<file path="src/hdl/pipe_settings.svh">
`ifndef PIPE_SETTINGS_SVH
`define PIPE_SETTINGS_SVH

// Width of the program-order sequence tag carried by every token
// Tags wrap around, so order is only meaningful modulo this width
`define PIPE_TAG_WIDTH 8

// Extra cycles a divide stays in Execute after it arrives there
// The divide occupies Execute for this many cycles plus the one it advances on
`define PIPE_DIV_CYCLES 4

`endif
</file>
<file path="src/hdl/hazardPkg.sv">
`default_nettype none

package hazardPkg;

  //////////////////////////////////////////////////
  // Events that ask the pipeline to stall or flush
  //////////////////////////////////////////////////

  // Levels from the datapath, caches, CSR file and branch predictor
  // The suffix names the stage where each event is detected
  typedef struct packed {
    // Branch outcome in Execute disagrees with the prediction
    logic bpWrongE;
    // CSR write or fence in Memory forces a refetch of younger instructions
    logic csrWriteFenceM;
    // Trap return in Memory
    logic retM;
    // Exception or interrupt taken in Memory
    logic trapM;
    // Decode waits on a busy functional unit or a load-use dependency
    logic structuralStallD;
    logic fpuStallD;
    // Long cache or bus operations freeze the whole pipeline
    logic lsuStallM;
    logic ifuStallF;
    // Level from outside the core and the plain debug halt
    logic externalStall;
    logic debugMode;
  } hazardCauseT;

  //////////////////////////////////////////////////
  // Resolved per-stage control
  //////////////////////////////////////////////////

  // A stalled stage keeps its register, a flushed stage loads a bubble
  // Fetch has no flush because it never holds a speculative bubble of its own
  typedef struct packed {
    logic stallF;
    logic stallD;
    logic stallE;
    logic stallM;
    logic stallW;
    logic flushD;
    logic flushE;
    logic flushM;
    logic flushW;
  } stallFlushT;

endpackage

`default_nettype wire

</file>
<file path="src/hdl/pipeTypesPkg.sv">
`default_nettype none

`include "pipe_settings.svh"

package pipeTypesPkg;

  //////////////////////////////////////////////////
  // Instructions in flight
  //////////////////////////////////////////////////

  // Fetch, Decode, Execute, Memory and Writeback
  localparam int NumStages = 5;

  // Program-order number given to an instruction when it is fetched
  typedef logic [`PIPE_TAG_WIDTH-1:0] instrTagT;

  // One pipeline slot
  // A cleared valid bit marks a bubble and the other fields are then don't-care
  typedef struct packed {
    logic     valid;
    instrTagT tag;
    // Divide instructions hold Execute busy for several cycles
    logic     isDiv;
    // Wait-for-interrupt parks in Memory until an interrupt is pending
    logic     isWfi;
  } stageTokenT;

  // Value a stage register takes when it is flushed or reset
  localparam stageTokenT BubbleToken = '0;

endpackage

`default_nettype wire

</file>
<file path="src/hdl/pipeCtrlTop.sv">
`timescale 1ns/10ps
`default_nettype none

// Pipeline control top level
// Token tracker and divide model feed the hazard unit, whose control loops back to both
module pipeCtrlTop (
  input  logic                     clk,
  input  logic                     rstN,
  input  pipeTypesPkg::stageTokenT fetch,
  input  hazardPkg::hazardCauseT   causes,
  input  logic                     intPending,
  output hazardPkg::stallFlushT    ctrl,
  output pipeTypesPkg::stageTokenT retire,
  output logic                     retireStrobe
);

  pipeTypesPkg::stageTokenT tokenE;
  logic                     wfiM;
  logic                     divBusyE;

  // Stage registers for the tokens in flight
  pipeTrack i_pipeTrack (
    .clk          (clk),
    .rstN         (rstN),
    .fetch        (fetch),
    .ctrl         (ctrl),
    .tokenE       (tokenE),
    .wfiM         (wfiM),
    .retire       (retire),
    .retireStrobe (retireStrobe)
  );

  // Holds Execute while a divide is running
  divSequencer i_divSequencer (
    .clk      (clk),
    .rstN     (rstN),
    .tokenE   (tokenE),
    .ctrl     (ctrl),
    .divBusyE (divBusyE)
  );

  // Zero-cycle path from causes to the per-stage control
  hazardUnit i_hazardUnit (
    .causes     (causes),
    .divBusyE   (divBusyE),
    .wfiM       (wfiM),
    .intPending (intPending),
    .ctrl       (ctrl)
  );

endmodule

`default_nettype wire

</file>
<file path="src/hdl/pipeTrack.sv">
`timescale 1ns/10ps
`default_nettype none

// Carries instruction tokens through the five stage registers
// No datapath here, only the identity of what sits in each stage
module pipeTrack (
  input  logic                     clk,
  input  logic                     rstN,
  input  pipeTypesPkg::stageTokenT fetch,
  input  hazardPkg::stallFlushT    ctrl,
  output pipeTypesPkg::stageTokenT tokenE,
  output logic                     wfiM,
  output pipeTypesPkg::stageTokenT retire,
  output logic                     retireStrobe
);

  localparam int NumStages = pipeTypesPkg::NumStages;

  // Stage positions in the register array, oldest last
  localparam int StageF = 0;
  localparam int StageD = 1;
  localparam int StageE = 2;
  localparam int StageM = 3;
  localparam int StageW = 4;

  pipeTypesPkg::stageTokenT stageQ [NumStages];

  logic [NumStages-1:0] stallVec;
  // Fetch never flushes, so the vector starts at Decode
  logic [StageW:StageD] flushVec;

  //////////////////////////////////////////////////
  // Control fan-out
  //////////////////////////////////////////////////

  // Index the struct fields by stage so the register update is one loop
  assign stallVec[StageF] = ctrl.stallF;
  assign stallVec[StageD] = ctrl.stallD;
  assign stallVec[StageE] = ctrl.stallE;
  assign stallVec[StageM] = ctrl.stallM;
  assign stallVec[StageW] = ctrl.stallW;

  assign flushVec[StageD] = ctrl.flushD;
  assign flushVec[StageE] = ctrl.flushE;
  assign flushVec[StageM] = ctrl.flushM;
  assign flushVec[StageW] = ctrl.flushW;

  //////////////////////////////////////////////////
  // Stage registers
  //////////////////////////////////////////////////

  always_ff @(posedge clk or negedge rstN) begin
    if (!rstN) begin
      for (int s = 0; s < NumStages; s++) begin
        stageQ[s] <= pipeTypesPkg::BubbleToken;
      end
    end else begin
      // The fetch source holds its token steady while F is stalled
      if (!stallVec[StageF]) begin
        stageQ[StageF] <= fetch;
      end
      // Flush beats stall, and a moving stage copies the one ahead of it
      for (int s = StageD; s < NumStages; s++) begin
        if (flushVec[s]) begin
          stageQ[s] <= pipeTypesPkg::BubbleToken;
        end else if (!stallVec[s]) begin
          stageQ[s] <= stageQ[s-1];
        end
      end
    end
  end

  //////////////////////////////////////////////////
  // Stage taps
  //////////////////////////////////////////////////

  // The divide sequencer watches Execute
  assign tokenE = stageQ[StageE];

  // The hazard unit only needs to know that a real WFI sits in Memory
  assign wfiM = stageQ[StageM].valid & stageQ[StageM].isWfi;

  assign retire = stageQ[StageW];
  // W commits once per instruction, on the cycle it is allowed to leave
  assign retireStrobe = stageQ[StageW].valid & ~ctrl.stallW;

endmodule

`default_nettype wire

</file>
<file path="src/hdl/divSequencer.sv">
`timescale 1ns/10ps
`default_nettype none

`include "pipe_settings.svh"

// Models the occupancy of a multi-cycle integer divide in Execute
// Busy rises as soon as a divide token shows up in E and lasts PIPE_DIV_CYCLES cycles
module divSequencer (
  input  logic                     clk,
  input  logic                     rstN,
  input  pipeTypesPkg::stageTokenT tokenE,
  input  hazardPkg::stallFlushT    ctrl,
  output logic                     divBusyE
);

  localparam int CountWidth = $clog2(`PIPE_DIV_CYCLES + 1);
  // The first busy cycle is covered by newDiv, the counter handles the rest
  localparam logic [CountWidth-1:0] LoadValue = CountWidth'(`PIPE_DIV_CYCLES - 1);

  logic [CountWidth-1:0] count;
  logic                  done;
  logic                  newDiv;
  logic                  advanceE;

  // A divide in E that has not started yet
  assign newDiv = tokenE.valid & tokenE.isDiv & ~done;

  // E loads a new token on this edge, either the next one or a bubble
  assign advanceE = ctrl.flushE | ~ctrl.stallE;

  assign divBusyE = newDiv | (count != '0);

  // Done stays set after the count runs out so that a finished divide
  // held by a later stall does not start over
  always_ff @(posedge clk or negedge rstN) begin
    if (!rstN) begin
      count <= '0;
      done  <= 1'b0;
    end else if (advanceE) begin
      // Leaving E, whether retired forward or killed by a flush
      count <= '0;
      done  <= 1'b0;
    end else if (newDiv) begin
      count <= LoadValue;
      done  <= 1'b1;
    end else if (count != '0) begin
      count <= count - CountWidth'(1);
    end
  end

endmodule

`default_nettype wire

</file>
<file path="src/hdl/hazardUnit.sv">
`timescale 1ns/10ps
`default_nettype none

// Turns the raw stall and flush events into one stall and one flush per stage
// Purely combinational, so the stage registers see the result in the same cycle
module hazardUnit (
  input  hazardPkg::hazardCauseT causes,
  input  logic                   divBusyE,
  input  logic                   wfiM,
  input  logic                   intPending,
  output hazardPkg::stallFlushT  ctrl
);

  logic wfiStallM, wfiInterruptedM;
  logic flushDCause, flushECause, flushMCause, flushWCause;
  logic stallDCause, stallECause, stallMCause, stallWCause;
  logic latestUnstalledE, latestUnstalledM, latestUnstalledW;

  //////////////////////////////////////////////////
  // Wait-for-interrupt
  //////////////////////////////////////////////////

  // A WFI in Memory sleeps until something is pending
  assign wfiStallM = wfiM & ~intPending;
  // Once an interrupt arrives the WFI must still commit before the trap
  assign wfiInterruptedM = wfiM & intPending;

  //////////////////////////////////////////////////
  // Flush causes
  //////////////////////////////////////////////////

  // Traps, returns and CSR writes or fences discard everything younger than Memory
  // A mispredicted branch discards the two instructions fetched behind it
  assign flushDCause = causes.trapM | causes.retM | causes.csrWriteFenceM | causes.bpWrongE;
  // A divide sitting in Execute must survive a misprediction seen in the same slot
  assign flushECause = causes.trapM | causes.retM | causes.csrWriteFenceM |
                       (causes.bpWrongE & ~divBusyE);
  assign flushMCause = causes.trapM | causes.retM | causes.csrWriteFenceM;
  // An interrupted WFI retires from Writeback, every other trap kills it
  assign flushWCause = causes.trapM & ~wfiInterruptedM;

  //////////////////////////////////////////////////
  // Stall causes
  //////////////////////////////////////////////////

  // Each cause is masked by its own stage's flush so a flushed stage always moves
  assign stallDCause = (causes.structuralStallD | causes.fpuStallD) & ~flushDCause;
  assign stallECause = divBusyE & ~flushECause;
  assign stallMCause = wfiStallM & ~flushMCause;
  // Fetch stalls freeze the whole machine, but not when Decode is being flushed
  // FlushW is a subset of flushD, so the LSU term only needs the W flush mask
  assign stallWCause = (causes.ifuStallF & ~flushDCause) |
                       (causes.lsuStallM & ~flushWCause) |
                       causes.debugMode | causes.externalStall;

  // A stage stalls on its own cause or when the stage after it stalls
  assign ctrl.stallW = stallWCause;
  assign ctrl.stallM = stallMCause | ctrl.stallW;
  assign ctrl.stallE = stallECause | ctrl.stallM;
  assign ctrl.stallD = stallDCause | ctrl.stallE;
  // Fetch has no cause of its own and simply follows Decode
  assign ctrl.stallF = ctrl.stallD;

  //////////////////////////////////////////////////
  // Bubble insertion
  //////////////////////////////////////////////////

  // The first stage that moves behind a held one must not copy the held token
  // Fetch stalls exactly when Decode does, so Decode never moves behind a held Fetch
  assign latestUnstalledE = ~ctrl.stallE & ctrl.stallD;
  assign latestUnstalledM = ~ctrl.stallM & ctrl.stallE;
  assign latestUnstalledW = ~ctrl.stallW & ctrl.stallM;

  // Flush on a system event or when this stage is the first unstalled one
  assign ctrl.flushD = flushDCause;
  assign ctrl.flushE = latestUnstalledE | flushECause;
  assign ctrl.flushM = latestUnstalledM | flushMCause;
  assign ctrl.flushW = latestUnstalledW | flushWCause;

endmodule

`default_nettype wire

</file>
<file path="config.mk">
export PLATFORM = sky130hd
export DESIGN_NAME = pipeCtrlTop
export DESIGN_NICKNAME = d
export VERILOG_FILES = /design/src/hdl/hazardPkg.sv /design/src/hdl/pipeTypesPkg.sv /design/src/hdl/pipeCtrlTop.sv /design/src/hdl/pipeTrack.sv /design/src/hdl/divSequencer.sv /design/src/hdl/hazardUnit.sv
export VERILOG_INCLUDE_DIRS = /design/src /design/src/hdl
export SDC_FILE = /design/constraint.sdc
export NUM_CORES = 1
export LEC_CHECK = 0
export ABC_AREA = 1
export BUFFER_PORTS_ARGS = -buffer_cell sky130_fd_sc_hd__buf_2
export CORE_ASPECT_RATIO = 1.75
export CORE_MARGIN = 1.5
export CORE_UTILIZATION = 30
export CTS_CLUSTER_DIAMETER = 120
export DETAILED_ROUTE_END_ITERATION = 16
export PLACE_DENSITY = 0.47
export SETUP_SLACK_MARGIN = 0.4
export SLEW_MARGIN = 5
export SYNTH_ARGS = -nofsm -noshare
export SYNTH_HDL_FRONTEND = slang
export SYNTH_HIERARCHICAL = 1
export SYNTH_SLANG_ARGS = --single-unit
</file>
<file path="constraint.sdc">
create_clock -name clk -period 2.3 [get_ports clk]
set_input_delay 0.46 -clock clk [delete_from_list [all_inputs] [get_ports clk]]
set_output_delay 0.46 -clock clk [all_outputs]
set_load 0.01 [all_outputs]
</file>
; ---- Word level (Yosys, flattened, before mapping)
; Index checks and enable logic that the tools add are counted.
[word_totals]
ff_bits = 59
in_bits = 24
out_inout_bits = 21
word_cells = 86
[op_classes]
add_sub_neg = 1
eq_ne = 4
mux = 13
bitwise_logic = 43
reduce_logical = 3
[op_table]
columns = op, n
row1 = $mux W11, 8
row2 = $and A1 B1 Y1, 16
row3 = $or A1 B1 Y1, 16
row4 = $not A1 Y1, 11
row5 = $mux W3, 3
row6 = $ne A2 B2 Y1 const B, 4
row7 = $reduce_bool A3 Y1, 2
row8 = $sub A3 B1 Y3 const B, 1
row9 = $mux W1, 2
row10 = $reduce_bool A2 Y1, 1

; ---- Depth between registers and ports, before layout
[depth]
depth_word = 16
depth_mapped = 13
depth_no_buf = 12

; ---- Hierarchy
; Netlist, hierarchy kept.
[by_module_without_submodules]
columns = mod, n_inst, cells_each, area_each_um2, seq_area_each_um2
row1 = pipeTrack, 1, 270, 2427.3, 1376.3
row2 = divSequencer, 1, 30, 236.5, 100.1
row3 = hazardUnit, 1, 32, 200.2, 0.0

; ---- Worst setup path after synthesis
; No wires, ideal clock.
[synth_path]
kind = reg-to-output
startpoint = register i_divSequencer.count[0]
endpoint = output ctrl[8] (netlist name)
t_arrival_ns = 1.440
required_ns = 1.840
path_slack_ns = 0.400
path_stages_with_launch = 8
path_buffers = 1
cell_sequence = dfrtp_1 -> inv_1 -> ha_1 -> ha_1 -> nand2_1 -> nand2_1 -> o2111ai_1 -> buf_4
[synth_rtl]
columns = item, line
row1 = "start, declared", divSequencer.sv:20  ; logic [CountWidth-1:0] count;
row2 = "start signal, assigned", divSequencer.sv:44  ; count <= LoadValue;
row3 = "start signal, assigned", divSequencer.sv:47  ; count <= count - CountWidth'(1);
row4 = "end, declared", pipeCtrlTop.sv:12  ; output hazardPkg::stallFlushT ctrl,

==> impl_metrics.env <==
export IMPL_status="finished clean"
export IMPL_clkSinkCount=59
export IMPL_rsz0062_at_grt="true"
export IMPL_peakVddDrop_mv=0.378
export IMPL_cts_path_max_buffers=2
export IMPL_dr_first_iter_drc_count=70
export IMPL_via_per_inst=4.40
export IMPL_layout_worst_path_cycle_share_pct=93.3
export IMPL_fin_crit_ns=2.15
export IMPL_finalSetupViolations=0
export IMPL_r2r_start="i_divSequencer/count[0]"
export IMPL_fin_worst_skew_ns=0.00501
export IMPL_numCtsBuffers=9
export IMPL_hold_buffers=0
export IMPL_first_pass_iters=4
export IMPL_die_w_um=76.0
export IMPL_grt_use_total_pct=12.8
export IMPL_dieHeight_um=131
export IMPL_path_max_fanout=5
export IMPL_syn_area_um2=2800
export IMPL_num_rows=46
export IMPL_holdWs_ns=0.131
export IMPL_crit_start="i_pipeTrack/stageQ[21]"
export IMPL_first_global_vias=2238
export IMPL_p_total_mw=2.97
export IMPL_grt_max_degree=29
export IMPL_synth_nets=349
export IMPL_power_leakage_nw=2.00
export IMPL_die_area_um2=9930
export IMPL_min_path_type="primary input to asynchronous set/reset pin"
export IMPL_relSlewSlack_pct=58.7
export IMPL_r2r_cells=11
export IMPL_worst_ep_arrival_time_ns=1.69
export IMPL_placed_cells=463
export IMPL_rrSetupSlack_ns=0.37
export IMPL_reg2reg_to="i_pipeTrack/stageQ[51]"
export IMPL_clk_latency_ns=0.32
export IMPL_max_freq_mhz=466
export IMPL_place_hpwl_um=3960
export IMPL_startpoint_type="flip-flop"
export IMPL_cts_tree="done"
export IMPL_layout_drive_gt1_share_pct=36.0
export IMPL_vias=2203
export IMPL_synth_warnings=6
export IMPL_powerDensity_nw_per_um2=776
export IMPL_cts_max_level=3
export IMPL_clock_tree_root_cell="clkbuf_16"
export IMPL_grt_overflow=0
export IMPL_syn_avg_cell_area_um2=8.66
export IMPL_ioPinCount=45
export IMPL_finalMaxSlewViolations=0
export IMPL_final_cells=501
export IMPL_antenna_found_initial=0
export IMPL_gp_congestion=0.794
export IMPL_nets=402
export IMPL_hold_viol_final=0
export IMPL_wl_per_cell_um=12.1
export IMPL_clk_pin_slew_worst_paths_ns=0.05
export IMPL_start_util_pct=30.9
export IMPL_syn_to_final_growth_pct=36.7
export IMPL_cap_viol_max_count=0
export IMPL_criticalPathCategory="flip-flop to output port"
export IMPL_end_kind="output port"
export IMPL_io_buffers=44
export IMPL_endpoint="ctrl[1]"
export IMPL_antenna_cells=0
export IMPL_final_core_util_pct=42.3
export IMPL_synthCells=323
export IMPL_required_ns=1.84
export IMPL_wl_um=6040
export IMPL_drtAntennaViolNets=0
export IMPL_route_detailed_drc=0
export IMPL_worst_slew_pin_slew_ns=0.619
export IMPL_tns_ns=0
export IMPL_core_area_um2=9040
export IMPL_grt_pass1_wl_um=10000
-- per-stage QoR --
stage                     area, um2  setup WS (ns)
final                          3820          0.155
after global routing           3820         0.0718
after CTS                      3580          0.135
after detailed placement       3010          0.200
after global placement         3010          0.256
after floorplan                2800          0.461
-- where the power goes --
group | switching (mW) | total, mW | internal, mW
clock network | 0.436 | 1.66 | 1.23
logic | 0.129 | 0.214 | 0.0856
registers | 0.0182 | 1.09 | 1.07
-- critical path, cell delays in order (launching register included) --
cell	delay, ns
dfrtp_1	0.38
nand2_1	0.08
inv_2	0.04
nand2_2	0.05
nand2_2	0.06
nand2_2	0.07
nand2_2	0.06
nor2_4	0.24
nand2_4	0.10
o21ai_4	0.16
buf_6	0.12
-- timing repair --
item                                   CTS  global route
gates resized for setup                 28            37
endpoints found under the hold margin    0             0
pin swaps                               13            14
cloned                                   0             4
setup endpoints to repair               29            61
setup buffers                           10             8
-- registers in the layout (all words and copies together), names as in the netlist --
signal / flops
i_pipeTrack/stageQ: 33
i_pipeTrack/retire: 11
i_pipeTrack/tokenE: 11
i_divSequencer/count: 3
i_divSequencer/done: 1
-- layer usage --
metal	vias up	wire [um]	GRT usage [%]
met2	37	3630	25.3
met4	0	103	7.73
met3	7	167	2.15
met1	1030	2140	12.4
met5	-	0	0
li1	1129	-	-
-- cells in the final DEF, fill, tap and decap left out --
cell type,instances
buf_12,2
o21ai_4,2
inv_4,1
dfrtp_1,59
o21ai_1,5
nand3_1,55
nand2_1,87
clkbuf_1,1
inv_1,26
nand4_1,1
buf_6,15
inv_2,4
nand2_2,7
ha_4,1
buf_4,15
nand4_4,1
nand3_4,1
o2111ai_4,1
nor2_2,1
clkinvlp_4,6
bufinv_16,4
clkbuf_8,2
buf_2,37
nor2_4,8
nand3_2,14
a21oi_1,1
nor2_1,3
clkbuf_16,9
o21ai_0,6
ha_2,1
a21oi_2,3
nand2_4,1
buf_8,1
-- final cells by class --
| cell class | count | area (um2) |
|---|---|---|
| Fill cell | 931 | 5210 |
| Clock buffer | 12 | 256 |
| Tap cell | 120 | 150 |
| Inverter | 34 | 141 |
| Multi-Input combinational cell | 199 | 1130 |
| Timing Repair inverter | 3 | 22.5 |
| Timing Repair Buffer | 70 | 522 |
| Sequential cell | 59 | 1480 |
| Clock inverter | 4 | 120 |
-- worst min path at each step --
stage	end	slack [ns]	cells past startpoint
after floorplan	i_divSequencer/count[0]	0.16	0
after global placement	i_pipeTrack/retire[1]	0.46	2
after detailed placement	i_pipeTrack/retire[1]	0.46	2
after CTS	i_pipeTrack/retire[0]	0.15	1
after global routing	i_pipeTrack/stageQ[18]	0.17	1
final	i_pipeTrack/retire[0]	0.13	1
Power figures use the tool's default switching activity.
